## src/hw/dma_req_pkg.sv

```systemverilog
package dma_req_pkg;

    localparam int addr_bits     = 32;
    localparam int len_bits      = 16;
    localparam int dest_bits     = 4;
    localparam int page_off_bits = 12;
    localparam int pn_bits       = addr_bits - page_off_bits;
    localparam int wb_data_bits  = 32;
    localparam int wb_adr_bits   = 6;

    typedef logic [addr_bits-1:0]    vaddr_t;
    typedef logic [addr_bits-1:0]    paddr_t;
    typedef logic [len_bits-1:0]     len_t;
    typedef logic [dest_bits-1:0]    dest_t;
    typedef logic [pn_bits-1:0]      vpn_t;
    typedef logic [pn_bits-1:0]      ppn_t;
    typedef logic [wb_data_bits-1:0] wb_data_t;
    typedef logic [wb_adr_bits-1:0]  wb_adr_t;

    // Host word addresses
    localparam wb_adr_t reg_vaddr    = 6'd0;
    localparam wb_adr_t reg_len      = 6'd1;
    localparam wb_adr_t reg_flags    = 6'd2;
    localparam wb_adr_t reg_doorbell = 6'd3;
    localparam wb_adr_t reg_tlb_vpn  = 6'd4;
    localparam wb_adr_t tlb_base     = 6'd32;

    // Flags word
    localparam int flag_ctl_bit    = 0;
    localparam int flag_sync_bit   = 1;
    localparam int flag_stream_bit = 2;
    localparam int flag_dest_lsb   = 4;

    // TLB entry word, ppn sits in the low pn_bits
    localparam int tlb_valid_bit = 31;

    // Command word on cmd_dat
    localparam int cmd_len_lsb    = 0;
    localparam int cmd_dest_lsb   = 16;
    localparam int cmd_ctl_bit    = 20;
    localparam int cmd_sync_bit   = 21;
    localparam int cmd_stream_bit = 22;
    localparam int cmd_fault_bit  = 23;

endpackage
```

## src/hw/dma_req_if.sv

```systemverilog
`timescale 1ns/10ps

interface req_stage_if #(
    parameter type addr_t = dma_req_pkg::vaddr_t
);
    logic               valid;
    logic               ready;
    addr_t              addr;
    dma_req_pkg::len_t  len;
    logic               ctl;
    logic               sync;
    logic               stream;
    dma_req_pkg::dest_t dest;
    logic               fault;

    modport src (
        output valid,
        output addr,
        output len,
        output ctl,
        output sync,
        output stream,
        output dest,
        output fault,
        input  ready
    );

    modport dst (
        input  valid,
        input  addr,
        input  len,
        input  ctl,
        input  sync,
        input  stream,
        input  dest,
        input  fault,
        output ready
    );
endinterface

interface tlb_wr_if #(
    parameter int tlb_entries = 8
);
    localparam int idx_bits = $clog2(tlb_entries);

    logic                wr_en;
    logic [idx_bits-1:0] wr_index;
    dma_req_pkg::vpn_t   wr_vpn;
    dma_req_pkg::ppn_t   wr_ppn;
    logic                wr_valid;

    modport src (output wr_en, output wr_index, output wr_vpn, output wr_ppn, output wr_valid);
    modport dst (input wr_en, input wr_index, input wr_vpn, input wr_ppn, input wr_valid);
endinterface

```

## src/hw/dma_req_top.sv

```systemverilog
`timescale 1ns/10ps

module dma_req_top #(
    parameter int chunk_bytes = 1024,
    parameter int tlb_entries = 8
) (
    input  logic                  aclk,
    input  logic                  aresetn,
    input  logic                  host_cyc,
    input  logic                  host_stb,
    input  logic                  host_we,
    input  dma_req_pkg::wb_adr_t  host_adr,
    input  dma_req_pkg::wb_data_t host_dat_w,
    output dma_req_pkg::wb_data_t host_dat_r,
    output logic                  host_ack,
    output logic                  cmd_cyc,
    output logic                  cmd_stb,
    output logic                  cmd_we,
    output dma_req_pkg::paddr_t   cmd_adr,
    output dma_req_pkg::wb_data_t cmd_dat,
    input  logic                  cmd_ack
);
    req_stage_if #(.addr_t(dma_req_pkg::vaddr_t)) desc_if ();
    req_stage_if #(.addr_t(dma_req_pkg::vaddr_t)) chunk_if ();
    req_stage_if #(.addr_t(dma_req_pkg::paddr_t)) phys_if ();
    tlb_wr_if #(.tlb_entries(tlb_entries)) tlb_wr ();

    req_intake #(
        .tlb_entries (tlb_entries)
    ) u_intake (
        .aclk       (aclk),
        .aresetn    (aresetn),
        .host_cyc   (host_cyc),
        .host_stb   (host_stb),
        .host_we    (host_we),
        .host_adr   (host_adr),
        .host_dat_w (host_dat_w),
        .host_dat_r (host_dat_r),
        .host_ack   (host_ack),
        .req_out    (desc_if),
        .tlb_wr     (tlb_wr)
    );

    req_splitter #(
        .chunk_bytes (chunk_bytes)
    ) u_splitter (
        .aclk      (aclk),
        .aresetn   (aresetn),
        .req_in    (desc_if),
        .chunk_out (chunk_if)
    );

    page_translate #(
        .tlb_entries (tlb_entries)
    ) u_translate (
        .aclk     (aclk),
        .aresetn  (aresetn),
        .tlb_wr   (tlb_wr),
        .virt_in  (chunk_if),
        .phys_out (phys_if)
    );

    cmd_issue u_issue (
        .aclk     (aclk),
        .aresetn  (aresetn),
        .cmd_ack  (cmd_ack),
        .chunk_in (phys_if),
        .cmd_cyc  (cmd_cyc),
        .cmd_stb  (cmd_stb),
        .cmd_we   (cmd_we),
        .cmd_adr  (cmd_adr),
        .cmd_dat  (cmd_dat)
    );

endmodule

```

## src/hw/cmd_issue.sv

```systemverilog
`timescale 1ns/10ps

module cmd_issue (
    input  logic                  aclk,
    input  logic                  aresetn,
    input  logic                  cmd_ack,
    req_stage_if.dst              chunk_in,
    output logic                  cmd_cyc,
    output logic                  cmd_stb,
    output logic                  cmd_we,
    output dma_req_pkg::paddr_t   cmd_adr,
    output dma_req_pkg::wb_data_t cmd_dat
);
    logic                  active_q;
    logic                  take;
    dma_req_pkg::wb_data_t word;

    // One write in flight, next chunk only after ack
    assign chunk_in.ready = !active_q;
    assign take           = chunk_in.valid && !active_q;

    always_comb begin
        word = '0;
        word[dma_req_pkg::cmd_len_lsb +: dma_req_pkg::len_bits]   = chunk_in.len;
        word[dma_req_pkg::cmd_dest_lsb +: dma_req_pkg::dest_bits] = chunk_in.dest;
        word[dma_req_pkg::cmd_ctl_bit]    = chunk_in.ctl;
        word[dma_req_pkg::cmd_sync_bit]   = chunk_in.sync;
        word[dma_req_pkg::cmd_stream_bit] = chunk_in.stream;
        word[dma_req_pkg::cmd_fault_bit]  = chunk_in.fault;
    end

    always_ff @(posedge aclk or negedge aresetn) begin
        if (!aresetn) begin
            active_q <= 1'b0;
        end else if (take) begin
            active_q <= 1'b1;
        end else if (cmd_ack) begin
            active_q <= 1'b0;
        end
    end

    always_ff @(posedge aclk) begin
        if (take) begin
            cmd_adr <= chunk_in.addr;
            cmd_dat <= word;
        end
    end

    // Classic single write, all strobes held until ack
    assign cmd_cyc = active_q;
    assign cmd_stb = active_q;
    assign cmd_we  = active_q;

endmodule

```

## src/hw/page_translate.sv

```systemverilog
`timescale 1ns/10ps

module page_translate #(
    parameter int tlb_entries = 8
) (
    input  logic      aclk,
    input  logic      aresetn,
    tlb_wr_if.dst     tlb_wr,
    req_stage_if.dst  virt_in,
    req_stage_if.src  phys_out
);
    localparam int idx_bits = $clog2(tlb_entries);

    dma_req_pkg::vpn_t   tag_q [tlb_entries];
    dma_req_pkg::ppn_t   ppn_q [tlb_entries];
    logic [tlb_entries-1:0] entry_valid_q;

    dma_req_pkg::vpn_t   in_vpn;
    logic [idx_bits-1:0] in_idx;
    logic                hit;
    logic                take;

    logic                out_valid_q;
    dma_req_pkg::paddr_t addr_q;
    dma_req_pkg::len_t   len_q;
    logic                ctl_q;
    logic                sync_q;
    logic                stream_q;
    dma_req_pkg::dest_t  dest_q;
    logic                fault_q;

    // Direct mapped, index from the low vpn bits, tag is the full vpn
    assign in_vpn = virt_in.addr[dma_req_pkg::page_off_bits +: dma_req_pkg::pn_bits];
    assign in_idx = in_vpn[idx_bits-1:0];
    assign hit    = entry_valid_q[in_idx] && (tag_q[in_idx] == in_vpn);

    assign virt_in.ready = !out_valid_q || phys_out.ready;
    assign take          = virt_in.valid && virt_in.ready;

    always_ff @(posedge aclk or negedge aresetn) begin
        if (!aresetn) begin
            entry_valid_q <= '0;
        end else if (tlb_wr.wr_en) begin
            entry_valid_q[tlb_wr.wr_index] <= tlb_wr.wr_valid;
        end
    end

    always_ff @(posedge aclk) begin
        if (tlb_wr.wr_en) begin
            tag_q[tlb_wr.wr_index] <= tlb_wr.wr_vpn;
            ppn_q[tlb_wr.wr_index] <= tlb_wr.wr_ppn;
        end
    end

    always_ff @(posedge aclk or negedge aresetn) begin
        if (!aresetn) begin
            out_valid_q <= 1'b0;
        end else if (take) begin
            out_valid_q <= 1'b1;
        end else if (phys_out.ready) begin
            out_valid_q <= 1'b0;
        end
    end

    always_ff @(posedge aclk) begin
        if (take) begin
            // Miss keeps the virtual address
            if (hit) begin
                addr_q <= {ppn_q[in_idx], virt_in.addr[dma_req_pkg::page_off_bits-1:0]};
            end else begin
                addr_q <= virt_in.addr;
            end
            fault_q  <= virt_in.fault || !hit;
            len_q    <= virt_in.len;
            ctl_q    <= virt_in.ctl;
            sync_q   <= virt_in.sync;
            stream_q <= virt_in.stream;
            dest_q   <= virt_in.dest;
        end
    end

    assign phys_out.valid  = out_valid_q;
    assign phys_out.addr   = addr_q;
    assign phys_out.len    = len_q;
    assign phys_out.ctl    = ctl_q;
    assign phys_out.sync   = sync_q;
    assign phys_out.stream = stream_q;
    assign phys_out.dest   = dest_q;
    assign phys_out.fault  = fault_q;

endmodule

```

## src/hw/req_splitter.sv

```systemverilog
`timescale 1ns/10ps

module req_splitter #(
    parameter int chunk_bytes = 1024
) (
    input  logic      aclk,
    input  logic      aresetn,
    req_stage_if.dst  req_in,
    req_stage_if.src  chunk_out
);
    localparam dma_req_pkg::len_t   chunk_len  = dma_req_pkg::len_t'(chunk_bytes);
    localparam dma_req_pkg::vaddr_t chunk_step = dma_req_pkg::vaddr_t'(chunk_bytes);

    typedef enum logic [1:0] {
        st_idle,
        st_parse,
        st_send
    } state_t;

    state_t              state_q;
    dma_req_pkg::vaddr_t next_addr_q;
    dma_req_pkg::len_t   rem_q;
    logic                ctl_q;
    logic                sync_q;
    logic                stream_q;
    dma_req_pkg::dest_t  dest_q;
    dma_req_pkg::vaddr_t chunk_addr_q;
    dma_req_pkg::len_t   chunk_len_q;
    logic                chunk_ctl_q;
    logic                last_q;
    logic                take;
    logic                give;

    assign take = (state_q == st_idle) && req_in.valid;
    assign give = (state_q == st_send) && chunk_out.ready;

    always_ff @(posedge aclk or negedge aresetn) begin
        if (!aresetn) begin
            state_q <= st_idle;
        end else begin
            case (state_q)
                st_idle: begin
                    if (take) begin
                        state_q <= st_parse;
                    end
                end
                st_parse: state_q <= st_send;
                st_send: begin
                    if (give) begin
                        state_q <= last_q ? st_idle : st_parse;
                    end
                end
                default: state_q <= st_idle;
            endcase
        end
    end

    always_ff @(posedge aclk) begin
        if (take) begin
            next_addr_q <= req_in.addr;
            rem_q       <= req_in.len;
            ctl_q       <= req_in.ctl;
            sync_q      <= req_in.sync;
            stream_q    <= req_in.stream;
            dest_q      <= req_in.dest;
        end else if (state_q == st_parse) begin
            chunk_addr_q <= next_addr_q;
            if (rem_q > chunk_len) begin
                chunk_len_q <= chunk_len;
                chunk_ctl_q <= 1'b0;
                last_q      <= 1'b0;
                rem_q       <= rem_q - chunk_len;
                next_addr_q <= next_addr_q + chunk_step;
            end else begin
                // Remainder, also covers a zero-length request
                chunk_len_q <= rem_q;
                chunk_ctl_q <= ctl_q;
                last_q      <= 1'b1;
                rem_q       <= '0;
            end
        end
    end

    assign req_in.ready = (state_q == st_idle);

    assign chunk_out.valid  = (state_q == st_send);
    assign chunk_out.addr   = chunk_addr_q;
    assign chunk_out.len    = chunk_len_q;
    assign chunk_out.ctl    = chunk_ctl_q;
    assign chunk_out.sync   = sync_q;
    assign chunk_out.stream = stream_q;
    assign chunk_out.dest   = dest_q;
    assign chunk_out.fault  = 1'b0;

endmodule

```

## src/hw/req_intake.sv

```systemverilog
`timescale 1ns/10ps

module req_intake #(
    parameter int tlb_entries = 8
) (
    input  logic                  aclk,
    input  logic                  aresetn,
    input  logic                  host_cyc,
    input  logic                  host_stb,
    input  logic                  host_we,
    input  dma_req_pkg::wb_adr_t  host_adr,
    input  dma_req_pkg::wb_data_t host_dat_w,
    output dma_req_pkg::wb_data_t host_dat_r,
    output logic                  host_ack,
    req_stage_if.src              req_out,
    tlb_wr_if.src                 tlb_wr
);
    localparam int idx_bits = $clog2(tlb_entries);

    dma_req_pkg::vaddr_t   vaddr_q;
    dma_req_pkg::len_t     len_q;
    logic                  ctl_q;
    logic                  sync_q;
    logic                  stream_q;
    dma_req_pkg::dest_t    dest_q;
    dma_req_pkg::vpn_t     vpn_q;
    logic                  ack_q;
    logic                  req_valid_q;
    dma_req_pkg::wb_data_t flags_word;
    dma_req_pkg::wb_adr_t  tlb_off;
    logic                  start;
    logic                  wr_cyc;
    logic                  rd_cyc;
    logic                  ring;
    logic                  in_tlb_window;

    // New cycle only once the previous one has been acked
    assign start  = host_cyc && host_stb && !host_ack && !req_valid_q;
    assign wr_cyc = start && host_we;
    assign rd_cyc = start && !host_we;
    assign ring   = wr_cyc && (host_adr == dma_req_pkg::reg_doorbell);

    assign tlb_off       = host_adr - dma_req_pkg::tlb_base;
    assign in_tlb_window = (host_adr >= dma_req_pkg::tlb_base) && (int'(tlb_off) < tlb_entries);

    always_comb begin
        flags_word = '0;
        flags_word[dma_req_pkg::flag_ctl_bit]    = ctl_q;
        flags_word[dma_req_pkg::flag_sync_bit]   = sync_q;
        flags_word[dma_req_pkg::flag_stream_bit] = stream_q;
        flags_word[dma_req_pkg::flag_dest_lsb +: dma_req_pkg::dest_bits] = dest_q;
    end

    always_ff @(posedge aclk or negedge aresetn) begin
        if (!aresetn) begin
            vaddr_q  <= '0;
            len_q    <= '0;
            ctl_q    <= 1'b0;
            sync_q   <= 1'b0;
            stream_q <= 1'b0;
            dest_q   <= '0;
            vpn_q    <= '0;
        end else if (wr_cyc) begin
            case (host_adr)
                dma_req_pkg::reg_vaddr: vaddr_q <= host_dat_w;
                dma_req_pkg::reg_len:   len_q   <= host_dat_w[dma_req_pkg::len_bits-1:0];
                dma_req_pkg::reg_flags: begin
                    ctl_q    <= host_dat_w[dma_req_pkg::flag_ctl_bit];
                    sync_q   <= host_dat_w[dma_req_pkg::flag_sync_bit];
                    stream_q <= host_dat_w[dma_req_pkg::flag_stream_bit];
                    dest_q   <= host_dat_w[dma_req_pkg::flag_dest_lsb +: dma_req_pkg::dest_bits];
                end
                dma_req_pkg::reg_tlb_vpn: vpn_q <= host_dat_w[dma_req_pkg::pn_bits-1:0];
                default: ;
            endcase
        end
    end

    // Doorbell ack waits for the splitter
    always_ff @(posedge aclk or negedge aresetn) begin
        if (!aresetn) begin
            ack_q       <= 1'b0;
            req_valid_q <= 1'b0;
        end else begin
            ack_q <= start && !ring;
            if (ring) begin
                req_valid_q <= 1'b1;
            end else if (req_valid_q && req_out.ready) begin
                req_valid_q <= 1'b0;
            end
        end
    end

    always_ff @(posedge aclk) begin
        if (rd_cyc) begin
            case (host_adr)
                dma_req_pkg::reg_vaddr: host_dat_r <= vaddr_q;
                dma_req_pkg::reg_len:   host_dat_r <= dma_req_pkg::wb_data_t'(len_q);
                dma_req_pkg::reg_flags: host_dat_r <= flags_word;
                default:                host_dat_r <= '0;
            endcase
        end
    end

    assign host_ack = ack_q || (req_valid_q && req_out.ready);

    assign req_out.valid  = req_valid_q;
    assign req_out.addr   = vaddr_q;
    assign req_out.len    = len_q;
    assign req_out.ctl    = ctl_q;
    assign req_out.sync   = sync_q;
    assign req_out.stream = stream_q;
    assign req_out.dest   = dest_q;
    assign req_out.fault  = 1'b0;

    // Tag comes from the staging register
    assign tlb_wr.wr_en    = wr_cyc && in_tlb_window;
    assign tlb_wr.wr_index = tlb_off[idx_bits-1:0];
    assign tlb_wr.wr_vpn   = vpn_q;
    assign tlb_wr.wr_ppn   = host_dat_w[dma_req_pkg::pn_bits-1:0];
    assign tlb_wr.wr_valid = host_dat_w[dma_req_pkg::tlb_valid_bit];

endmodule

```

## config.mk

```make
export PLATFORM = sky130hd
export DESIGN_NAME = dma_req_top
export DESIGN_NICKNAME = d
export VERILOG_FILES = /design/src/hw/dma_req_pkg.sv /design/src/hw/dma_req_if.sv /design/src/hw/dma_req_top.sv /design/src/hw/cmd_issue.sv /design/src/hw/page_translate.sv /design/src/hw/req_splitter.sv /design/src/hw/req_intake.sv
export SDC_FILE = /design/constraint.sdc
export NUM_CORES = 1
export LEC_CHECK = 0
export ABC_AREA = 0
export BUFFER_PORTS_ARGS = -buffer_cell sky130_fd_sc_hd__buf_2
export CELL_PAD_IN_SITES_DETAIL_PLACEMENT = 1
export CELL_PAD_IN_SITES_GLOBAL_PLACEMENT = 2
export CORE_UTILIZATION = 40
export DETAILED_ROUTE_END_ITERATION = 10
export PLACE_DENSITY_LB_ADDON = 0.1
export SYNTH_ARGS = -nofsm -noshare
export SYNTH_HDL_FRONTEND = slang
export SYNTH_SLANG_ARGS = --single-unit
```

## constraint.sdc

```tcl
create_clock -name aclk -period 4.3 [get_ports aclk]
set_input_delay 0.645 -clock aclk [delete_from_list [all_inputs] [get_ports aclk]]
set_output_delay 0.645 -clock aclk [all_outputs]
set_load 0.01 [all_outputs]
```

Word level (Yosys, flattened, before mapping)

Memory sizes are Yosys's and may differ from the RTL's. A register that Yosys moved wholly into a read port is not among the register bits.
Index checks and enable logic that the tools add are counted.

Register bits after elaboration: 338
RAM bits: 320
Input port bits: 44
Logic and storage cells: 119
Memories kept: 2

Memory list:

| name              | words | bits a word | rd ports | clocked after memory_dff | write ports | RTL line             | source |
|---|---|---|---|---|---|---|---|
| u_translate.ppn_q | 8     | 20          | 1        | 1                        | 1           | page_translate.sv:15 | `dma_req_pkg::ppn_t ppn_q [tlb_entries];` |
| u_translate.tag_q | 8     | 20          | 1        | 1                        | 1           | page_translate.sv:14 | `dma_req_pkg::vpn_t tag_q [tlb_entries];` |

Add/sub/neg operators: 3
Magnitude comparators: 6
Eq/ne operators: 10
Mux-type cells: 28
Bitwise logic cells: 1
Reduce and logical (&&, ||, !) cells: 36

Operator list:

| kind                                                            | number |
|---|---|
| 2-to-1 mux 32 bit                                               | 4 |
| case mux 32 bit (3 select lines)                                | 1 |
| 2-to-1 mux 16 bit                                               | 3 |
| adder 32 x 11 -> 32 bit, second input constant                  | 1 |
| equality test 20 bit                                            | 1 |
| greater-than comparator 16 x 11 -> 1 bit, second input constant | 1 |
| subtractor 16 x 11 -> 16 bit, second input constant             | 1 |
| logical AND 1 bit                                               | 14 |
| AND reduction 2 bit                                             | 7 |
| equality test 6 x 2 -> 1 bit, second input constant             | 2 |
| 2-to-1 mux 1 bit                                                | 12 |
| bitwise mux 8 bit                                               | 1 |
| less-than comparator 3 x 4 -> 1 bit, second input constant      | 2 |
| nonzero test 2 bit                                              | 4 |
| logical NOT 1 bit                                               | 7 |
| equality test 6 x 1 -> 1 bit, second input constant             | 1 |
| equality test 6 x 3 -> 1 bit, second input constant             | 1 |
| >= comparator 6 bit, second input constant                      | 1 |
| logical NOT 6 bit                                               | 1 |
| less-than comparator 6 x 4 -> 1 bit, second input constant      | 1 |
| 2-to-1 mux 3 bit                                                | 2 |
| case mux 2 bit (3 select lines)                                 | 1 |
| subtractor 6 bit, second input constant                         | 1 |
| 2-to-1 mux 2 bit                                                | 2 |
| other kinds (10)                                                | 12 |

Depth between registers and ports, before layout

Gate-level depths: netlist of run 1.

Word-level depth: 10
Gate-level depth with buffers: 11
Mapped depth without buffers: 8

Cells and area by module

Synthesis of run 1 repeated with hierarchy kept, for this count alone.

Cells, all modules: 1,393
Area, all modules: 25,445.7 sq um

Modules (own cells, without submodules):

| module         | instances | cells an instance | area each (sq um) | sequential area each (sq um) |
|---|---|---|---|---|
| page_translate | 1         | 712               | 14,732.9          | 11,516.0 |
| req_intake     | 1         | 303               | 4,550.6           | 2,887.8 |
| req_splitter   | 1         | 307               | 4,356.7           | 3,203.1 |
| cmd_issue      | 1         | 71                | 1,805.5           | 1,706.6 |

Least setup slack after synthesis of run 1

OpenSTA, ideal clock, no wires.

Path type: in2reg
From: in host_adr[0]
To: reg u_translate.entry_valid_q[0]
Setup time: 126 ps
Arrival time: 4,714 ps
Data required time: 4,174 ps
Path slack: -540 ps
Stages on the path: 5
Cell sequence: clkbuf_1 nor3b_1 nand3_1 nor3_1 mux2_2

Longest elaborated chain between the ends: 6

Ends and longest elaborated chain:

| item                                                                                                             | RTL line             | source |
|---|---|---|
| start: declaration                                                                                               | dma_req_top.sv:12    | `input dma_req_pkg::wb_adr_t host_adr,` |
| subtractor 6 bit                                                                                                 | req_intake.sv:43     | `assign tlb_off = host_adr - dma_req_pkg::tlb_base;` |
| less-than comparator 3 x 4 -> 1 bit (implied by the code) / >= comparator 3 x 1 -> 1 bit (equally long branches) | page_translate.sv:44 | `entry_valid_q[tlb_wr.wr_index] <= tlb_wr.wr_valid;` |
| logical AND 1 bit (implied by the code)                                                                          | page_translate.sv:44 |  |
| 2-to-1 mux 1 bit (implied by the code)                                                                           | page_translate.sv:44 |  |
| demux 1 bit (select 3 bit)                                                                                       | -                    |  |
| bitwise mux 8 bit                                                                                                | page_translate.sv:44 |  |
| end signal: indexed assignment                                                                                   | page_translate.sv:44 |  |
| end: declaration                                                                                                 | page_translate.sv:16 | `logic [tlb_entries-1:0] entry_valid_q;` |

Several ways; a longest one is shown, not always the timed one.
A chain may end at the register's enable or synchronous reset.

==> run summary, run 1 <==
Post-CTS setup buffer count: 0
Ys flop type: edfxtp_1
Setup violators final: 0
Row count: 91
Vias in the first global route: 13328
Worst Max-Slew Pin Slew: 1110 ps
Drt total wl: 60100 um
Pleak: 10.7 nW
Final instance count without filler cells: 2372
Wire per inst: 25.4 um
CTS tree: built
Clk buf depth: 3
Largest net degree at the start of global routing: 52
Avg Inst Size Synth: 19.7 sq um
Post-CTS sizing: 0
Num CTS Buffers: 72
Slowest cell on the critical path: dfxtp_4
Clock-pin slew on the worst setup and hold paths: 60 ps
RePlAce Congestion: 0.743
Top post-synthesis cells by count: edfxtp_1 (569), mux2_2 (104), dfrtp_1 (89)
Fin Hold WS: 85.2 ps
Most common cell in the netlist: edfxtp_1
Hold WC Path Type: primary input to asynchronous set/reset pin
Syn Inst Count: 1273
WP data arrival: 3840 ps
DP Cell Count: 2238
Core ar.: 61800 sq um
Die W: 252 um
Crit path max fanout: 34
Outcome: complete, no violations
Fraction of the cycle the final worst path needs: 81.2%
1st-iter DRT viols: 723
Tmin final: 3490 ps
Initial antenna violation count: 2
Layout cells sized above 1: 32.9%
DRT antenna net count: 0
Critical Path Sink Type: register
Peak VDD IR: 285 uV
Worst clock skew: 24.4 ps
Root Driver: clkbuf_16
Post-synth ARST share: 13.5%
Clk Latency, worst-skew pair: 610 ps
Sink Count: 661
Drt drc: 0
Post-synth top area cell: edfxtp_1
Critical path's top delay family: multiplexers
WP data required: 4650 ps
Post-layout net count: 1522
First-pass GRT wire length: 89200 um
Synth Cell Area: 25100 sq um
Crit-path max cell delay: 730 ps
Most frequent CP cell: buf_4
Maxcap violations: 0
Diodes inserted: 0
Max-slew violations: 0
DR vias/cell: 5.14
Worst R2R Setup Slack: 810 ps
Synth top area share: 68.1%
I/O pin count: 144
WS Path Type: register to register
Distinct cells, synth: 46
PwrDens: 464 nW/um^2
Die ar.: 63700 sq um
Crit path buffers/inverters: 2
#FFs+latches synth: 661
Seq/Total Area, Yosys: 77.2%
Number of H-tree levels: 3
Via Count: 12183
Die height: 252 um
Dpl hpwl: 38300 um
Global Route Usage Sum: 19.5%
IO buf count: 135
Setup TNS: 0 ps
Synth top area cells: edfxtp_1 (68%), dfrtp_1 (8.9%), mux4_2 (6.6%), mux2_2 (4.7%), nand2_1 (1.2%)
Post-CTS Hold Buffers: 0
Relative slew margins: 26.0%
P&R area growth vs syn: 17.7%
RSZ-0062 raised after global routing: false
Yosys warns: 0
Total congestion overflow: 0
Maximum clock frequency: 0.286 GHz
Starting Density: 40.6%
Critical path startpoint category: register
Initial DRT Pass Iterations: 5
Post-synth EDFFs: 569
Worst-path cell chain: buf_4 -> mux4_2 -> mux2i_1 -> xor2_1 -> nand2_1 -> nor4_2 -> nand4_2 -> buf_4 -> mux2_4
Count of final hold-check violations: 0
-- final timing paths --
kind | from | to | cells after the start
setup / recovery | register | u_translate.phys_out.addr[24] | 9
hold / removal | aresetn | u_intake.req_out.dest[2] | 1
setup reg to reg | register | u_translate.phys_out.addr[24] | 9
hold reg to reg | u_translate.phys_out.addr[16] | u_issue.cmd_adr[16] | 0
max in group asynchronous | aresetn | u_intake.tlb_wr.wr_vpn[6] | 2
min in group aclk | cmd_ack | u_issue.cmd_cyc | 2
-- power breakdown --
group	total, W	internal, W	leakage, nW	switching, W
Clock	0.00644	0.00393	1.22	0.00251
Sequential	0.00703	0.00698	6.45	0.0000558
Combinational	0.000220	0.0000759	2.99	0.000144
-- per-layer routing --
layer  routed length [um]  vias to the layer above  GRT usage (%)
met2                29900                      234           32.1
met5                   13                        -              0
met3                 2110                       87           3.68
met4                 1310                        2           5.28
met1                26800                     6471           26.4
li1                     -                     5389              -
-- metrics by stage --
stage | setup slack [ps] | power [W] | cell area (sq um) | util [%]
2_1_floorplan | 546 | 0.00725 | 25100 | -
3_5_place_dp | 774 | 0.00740 | 27000 | 43.7
6_report | 809 | 0.0137 | 29500 | 47.8
4_1_cts | 735 | 0.0139 | 29500 | 47.8
3_3_place_gp | 895 | 0.00739 | 27000 | 43.7
5_1_grt | 656 | 0.0141 | 29500 | 47.8
-- state kept, by name, indices dropped and copies added, names as in the netlist, 16 cells and up, named ones only --
register                   cells
u_intake.host_dat_r           32
u_intake.req_out.addr         32
u_intake.req_out.len          16
u_intake.tlb_wr.wr_vpn        20
u_issue.cmd_adr               32
u_issue.cmd_dat               24
u_splitter.chunk_out.addr     32
u_splitter.chunk_out.len      16
u_splitter.next_addr_q        32
u_splitter.rem_q              16
u_translate.phys_out.addr     32
u_translate.phys_out.len      16
u_translate.ppn_q            160
u_translate.tag_q            160
-- cells in the final DEF, fill, tap and decap left out, drive strengths merged, types with 3 or more instances in the layout --
| cell type | instances |
|---|---|
| edfxtp | 569 |
| buf | 177 |
| mux2 | 123 |
| clkbuf | 96 |
| dfrtp | 89 |
| nand2 | 80 |
| mux4 | 80 |
| nor2 | 35 |
| and2 | 29 |
| mux2i | 28 |
| o21ai | 24 |
| xor2 | 23 |
| clkinv | 22 |
| and3 | 21 |
| xnor2 | 18 |
| conb | 12 |
| nand3 | 10 |
| nand2b | 10 |
| inv | 10 |
| a21oi | 9 |
| bufinv | 9 |
| nor3 | 9 |
| a221oi | 7 |
| nand4 | 6 |
| o31ai | 5 |
| and4 | 4 |
| a31oi | 4 |
| clkinvlp | 4 |
| nor4 | 4 |
| ha | 3 |
| nor2b | 3 |
| dfxtp | 3 |
-- cell type report --
type | instances | area, sq um
well taps | 837 | 1050
repair buffers | 177 | 1090
multi-input cells | 556 | 5490
fillers | 5721 | 32300
inverters | 7 | 26.3
flip-flops and latches | 661 | 19400
clock buffers | 96 | 2070
clock inverters | 38 | 432
-- logic make-up after synthesis --
kind of cell             share of synthesized area [%]
buffers and inverters                             1.43
flip-flops                                        77.2
AND/OR/NAND/NOR                                   4.30
AO/OA/AOI/OAI                                     1.25
adder cells (fa/ha/maj)                          0.150
multiplexers                                      14.2
XOR/XNOR                                          1.43
other                                           0.0149
Power figures use the tool's default switching activity.
==> inputs of run 2 (changes only) <==
clock period = 3.7 ns   (was 4.3 ns; I/O delays follow)
==> run 2 against run 1 <==
Net effect: design area grew 0.41%; clock skew is 9.4 ps lower; hold slack gained 58 ps; core utilization grew 0.19 points; sequential cell count unchanged; clock power up 13%; sequential share of layout area shrank 0.27 points; global-route usage fell by 0.36 points; non-clock buffer count up 16; setup slack got worse by 320 ps; highest routed layer unchanged.
==> run summary, run 2 (synthesized netlist as in run 1, its figures left out) <==
Outcome: complete, no violations (unchanged)
RePlAce Congestion: 0.747 (was 0.743)
Drt total wl: 59500 um (was 60100 um)
WHS Path Cells: 2
GRT busiest layer: met2 (unchanged)
Largest registers: u_translate.ppn_q: 160 flops, u_translate.tag_q: 160 flops (unchanged)
Post-layout net count: 1539 (was 1522)
Max-slew violations: 0 (unchanged)
IO buf count: 135 (unchanged)
Count of final hold-check violations: 0 (unchanged)
WS Path Type: register to register (unchanged)
Die height: 252 um (unchanged)
Fraction of the cycle the final worst path needs: 86.7% (was 81.2%)
P&R area growth vs syn: 18.2% (was 17.7%)
Num CTS Buffers: 73 (was 72)
Sink Count: 661 (unchanged)
Hold WC Path Type: primary input to register (was primary input to asynchronous set/reset pin)
Starting Density: 40.6% (unchanged)
Clk Latency, worst-skew pair: 600 ps (was 610 ps)
GRT met3 Usage: 3.67% (was 3.68%)
Initial antenna violation count: 1 (was 2)
Commonest non-fill, non-tap cell in the layout: edfxtp_1 (unchanged)
WP data required: 4040 ps (was 4650 ps)
Final core utilization: 48.0% (was 47.8%)
Number of H-tree levels: 3 (unchanged)
DR vias/cell: 5.14 (about the same)
Root Driver: clkbuf_16 (unchanged)
Layout cells sized above 1: 33.6% (was 32.9%)
Critical path startpoint category: register (unchanged)
Maximum clock frequency: 0.312 GHz (was 0.286 GHz)
GR Layer Usage met2: 30.8% (was 32.1%)
WP data arrival: 3540 ps (was 3840 ps)
Filler cells: 5694 (was 5721)
I/O pin count: 144 (unchanged)
Commonest non-fill, non-tap cells in the layout: edfxtp_1 (569), buf_2 (134), mux2_2 (104) (unchanged)
Total congestion overflow: 0 (unchanged)
Core ar.: 61800 sq um (unchanged)
Worst Max-Slew Pin Slew: 1100 ps (was 1110 ps)
Worst Reg-to-Reg Cells: 9 (unchanged)
1st-iter DRT viols: 725 (was 723)
Diodes inserted: 0 (unchanged)
Wire per inst: 24.9 um (was 25.4 um)
Initial DRT Pass Iterations: 4 (was 5)
Drt drc: 0 (unchanged)
Die W: 252 um (unchanged)
Setup violators final: 0 (unchanged)
RSZ-0062 raised after global routing: false (unchanged)
DRT antenna net count: 0 (unchanged)
M1 GR Usage: 26.7% (was 26.4%)
Global Route Usage Sum: 19.1% (was 19.5%)
Final setup margin: 492 ps (was 809 ps)
Vias in the first global route: 13112 (was 13328)
Setup TNS: 0 ps (unchanged)
Die ar.: 63700 sq um (unchanged)
Clk buf depth: 3 (unchanged)
Clock-pin slew on the worst setup and hold paths: 60 ps (about the same)
Pre-CTS setup slack: 506 ps (was 774 ps)
Largest net degree at the start of global routing: 81 (was 52)
Relative slew margins: 26.3% (was 26.0%)
Row count: 91 (unchanged)
Worst clock skew: 14.9 ps (was 24.4 ps)
Dpl hpwl: 38600 um (was 38300 um)
Pleak: 10.7 nW (about the same)
PwrDens: 530 nW/um^2 (was 464 nW/um^2)
CTS tree: built (unchanged)
First-pass GRT wire length: 87600 um (was 89200 um)
Maxcap violations: 0 (unchanged)
Via Count: 12289 (was 12183)
Critical Path Sink Type: register (unchanged)
Post-CTS sizing: 0 (unchanged)
Crit path max fanout: 21 (was 34)
Tmin final: 3210 ps (was 3490 ps)
Peak VDD IR: 310 uV (was 285 uV)
[run 2: changes by cell type in the layout (fill, tap and decap cells not counted)]
cell	before	now
clkinvlp_4	4	1
bufinv_16	9	6
inv_6	3	2
clkinv_4	2	1
buf_4	35	44
dlygate4sd3_1	0	1
buf_12	8	14
clkinv_1	10	9
clkinv_2	10	19
inv_8	0	1
[run 2: metrics by stage]
step	cells	hold slack [ps]	power (W)	cell area [sq um]
after CTS	2389	112	0.0159	29700
after floorplan	1284	259	0.00842	25100
after global routing	2389	123	0.0162	29700
final	2389	143	0.0157	29700
after global placement	2253	400	0.00859	27200
after detailed placement	2253	403	0.00860	27200
[run 2: what timing repair did]
action | 4_1_cts | 5_1_grt
buffers inserted | 0 | 0
endpoints found under the hold margin | 9 | 0
hold buffers | 1 | 0
[run 2: path summary, 6_finish.rpt]
check	from	end	slack, ps
worst max-delay path	register	u_translate.phys_out.addr[27]	490
worst min-delay path	cmd_ack	u_issue.cmd_cyc	140
worst max register to register	register	u_translate.phys_out.addr[27]	490
worst min register to register	u_translate.phys_out.addr[7]	u_issue.cmd_adr[7]	410
max in group asynchronous	aresetn	u_intake.tlb_wr.wr_vpn[12]	2590
min in group asynchronous	aresetn	u_intake.req_out.addr[4]	320
[run 2: layout make-up]
| class | count | area (sq um) | share of cell area (%) |
|---|---|---|---|
| flip-flops and latches | 661 | 19400 | 65.3 |
| repair buffers | 193 | 1290 | 4.35 |
| multi-input cells | 556 | 5490 | 18.5 |
| well taps | 837 | 1050 | 3.53 |
| clock buffers | 96 | 2070 | 6.97 |
| clock inverters | 39 | 354 | 1.19 |
| inverters | 7 | 26.3 | 0.0886 |
[run 2: metal layers]
layer	part of all wire [%]	up-vias
met1	45	6527
met4	2.1	2
met2	48	246
li1	-	5425
met3	4.2	89
met5	0.022	-
[run 2: power breakdown]
part / internal [W] / total (W) / switching (W)
Sequential: 0.00811 / 0.00817 / 0.0000623
Clock: 0.00436 / 0.00727 / 0.00291
Combinational: 0.0000915 / 0.000261 / 0.000170
Total: 0.0126 / 0.0157 / 0.00314
[run 2: worst max-delay path: stages, from the launching register on]
cell	delay (ps)
dfxtp_4	510
buf_4	270
buf_4	270
mux4_2	520
mux2i_1	190
xnor2_1	90
nor3_1	280
nand4_2	130
buf_4	290
mux2_4	360
==> inputs of run 3 (changes only) <==
GPL_TIMING_DRIVEN = 0   (was not set)
==> run 3 against run 2 <==
Net effect: global-route usage grew 0.47 points; sequential share of layout area grew 0.15 points; count of clock-buffer cells in the layout grew 3; setup slack lost 280 ps; hold slack lost 130 ps; highest routed layer unchanged; combinational power grew 8.4%.
==> run summary, run 3 (synthesized netlist as in run 1, its figures left out) <==
Outcome: complete, no violations (unchanged)
Row count: 91 (unchanged)
PwrDens: 515 nW/um^2 (was 530 nW/um^2)
Total congestion overflow: 0 (unchanged)
DP Cell Count: 2276 (was 2253)
WP data arrival: 3840 ps (was 3540 ps)
Count of final hold-check violations: 0 (unchanged)
Drt drc: 0 (unchanged)
Root Driver: clkbuf_16 (unchanged)
Final instance count without filler cells: 2406 (was 2389)
Final Instance Area: 29600 sq um (was 29700 sq um)
Final core utilization: 47.8% (was 48.0%)
DRT antenna net count: 0 (unchanged)
Die height: 252 um (unchanged)
Clk Latency, worst-skew pair: 610 ps (was 600 ps)
Crit-path max cell delay: 460 ps (was 520 ps)
Drt total wl: 60600 um (was 59500 um)
CTS tree: built (unchanged)
Worst clock skew: 17.1 ps (was 14.9 ps)
Hold WC Path Type: primary input to asynchronous set/reset pin (was primary input to register)
Via Count: 12327 (was 12289)
Clk buf depth: 3 (unchanged)
Number of H-tree levels: 3 (unchanged)
P&R area growth vs syn: 17.9% (was 18.2%)
Setup violators final: 0 (unchanged)
Num CTS Buffers: 71 (was 73)
Initial DRT Pass Iterations: 4 (unchanged)
Maximum clock frequency: 0.287 GHz (was 0.312 GHz)
IO buf count: 134 (was 135)
WS Path Type: register to register (unchanged)
Worst-path cell chain: buf_6 -> buf_4 -> buf_2 -> mux4_2 -> mux2i_1 -> xnor2_1 -> nor4_1 -> nand4_2 -> buf_6 -> mux2_4 (was buf_4 -> buf_4 -> mux4_2 -> mux2i_1 -> xnor2_1 -> nor3_1 -> nand4_2 -> buf_4 -> mux2_4)
WP data required: 4050 ps (was 4040 ps)
Sink Count: 661 (unchanged)
Slowest cell on the critical path: nor4_1 (was mux4_2)
Clock-pin slew on the worst setup and hold paths: 60 ps (about the same)
Initial antenna violation count: 2 (was 1)
Commonest non-fill, non-tap cells in the layout: edfxtp_1 (569), buf_2 (143), mux2_2 (104) (was edfxtp_1 (569), buf_2 (134), mux2_2 (104))
Worst Reg-to-Reg Cells: 10 (was 9)
Crit path max fanout: 10 (was 21)
Wire per inst: 25.2 um (was 24.9 um)
Maxcap violations: 0 (unchanged)
Peak VDD IR: 349 uV (was 310 uV)
RePlAce Congestion: 0.753 (was 0.747)
Core ar.: 61800 sq um (unchanged)
Die ar.: 63700 sq um (unchanged)
Largest net degree at the start of global routing: 57 (was 81)
Placed cell areas: 27400 sq um (was 27200 sq um)
Commonest non-fill, non-tap cell in the layout: edfxtp_1 (unchanged)
Layout cells sized above 1: 31.4% (was 33.6%)
End of the worst register-to-register path: u_translate.phys_out.addr[15] (was u_translate.phys_out.addr[27])
I/O pin count: 144 (unchanged)
First-pass GRT wire length: 89200 um (was 87600 um)
Pleak: 10.6 nW (was 10.7 nW)
Critical Path Sink Type: register (unchanged)
Global Route Usage Sum: 19.6% (was 19.1%)
Post-layout net count: 1559 (was 1539)
Final setup margin: 210 ps (was 492 ps)
Setup TNS: 0 ps (unchanged)
Die W: 252 um (unchanged)
Starting Density: 40.6% (unchanged)
Tmin final: 3490 ps (was 3210 ps)
Largest registers: u_translate.ppn_q: 160 flops, u_translate.tag_q: 160 flops (unchanged)
Critical path startpoint category: register (unchanged)
Fraction of the cycle the final worst path needs: 94.3% (was 86.7%)
RSZ-0062 raised after global routing: false (unchanged)
Worst Max-Slew Pin Slew: 1030 ps (was 1100 ps)
Pre-CTS setup slack: -40.7 ps (was 506 ps)
Relative slew margins: 31.2% (was 26.3%)
Max-slew violations: 0 (unchanged)
Most frequent CP cell: buf_6 (was buf_4)
1st-iter DRT viols: 756 (was 725)
Vias in the first global route: 13290 (was 13112)
DR vias/cell: 5.12 (was 5.14)
Dpl hpwl: 40200 um (was 38600 um)
Worst R2R Setup Slack: 210 ps (was 490 ps)
run 3: cell count changes in the layout (fill, tap and decap cells not counted), sizes merged:
cell | before | now
buf | 192 | 189
bufinv | 6 | 3
clkbuf | 96 | 125
clkinv | 29 | 24
clkinvlp | 1 | 0
diode | 0 | 1
dlygate4sd3 | 1 | 0
run 3: worst max path at each step:
stage,cells after the start,end
floorplan,5,u_translate.entry_valid_q[6]
global placement,5,u_translate.entry_valid_q[2]
detailed placement,8,u_translate.ppn_q[0][13]
CTS,9,u_translate.phys_out.addr[13]
global route,10,u_translate.phys_out.addr[13]
finish,10,u_translate.phys_out.addr[15]
run 3: critical path: cells and delay by family (launching register included):
| kind | cells | cell delay (ps) |
|---|---|---|
| buf+inv | 4 | 1090 |
| flops | 1 | 320 |
| simple gates | 2 | 780 |
| xor+xnor | 1 | 150 |
| mux | 3 | 860 |
run 3: timing repair:
item / 4_1_cts / 5_1_grt
gates cloned: 0 / 0
setup endpoints to repair: 17 / 2
pin swaps: 3 / 0
hold buffers: 0 / 0
resized for setup: 1 / 2
setup buffers: 1 / 0
endpoints found under the hold margin: 0 / 0
run 3: final cells by class:
class | instances | area [sq um]
Antenna cell | 1 | 2.50
Buffer | 59 | 332
Clock buffer | 99 | 1950
Clock inverter | 30 | 225
Fill cell | 5778 | 32200
Inverter | 7 | 28.8
Multi-Input combinational cell | 556 | 5490
Sequential cell | 661 | 19400
Tap cell | 837 | 1050
Timing Repair Buffer | 156 | 1130
run 3: metal layers:
layer | vias to the layer above | part of all wire, % | routed length (um) | GRT usage (%)
li1 | 5474 | - | - | -
met1 | 6515 | 45 | 27000 | 26.7
met2 | 249 | 49 | 30000 | 32.3
met3 | 87 | 4.0 | 2430 | 3.71
met4 | 2 | 2.0 | 1200 | 5.14
met5 | - | 0.015 | 9 | 0
run 3: where the power goes:
| part | internal, W | switching, W |
|---|---|---|
| Clock | 0.00390 | 0.00286 |
| Sequential | 0.00811 | 0.0000622 |
| Combinational | 0.000109 | 0.000174 |
| Total | 0.0121 | 0.00310 |
run 3: stage by stage:
step / power [W] / hold WS [ps]
after global placement: 0.00859 / 401
after floorplan: 0.00842 / 259
after detailed placement: 0.00862 / 405
after CTS: 0.0154 / 15.0
after global routing: 0.0157 / 36.5
final: 0.0152 / 12.9
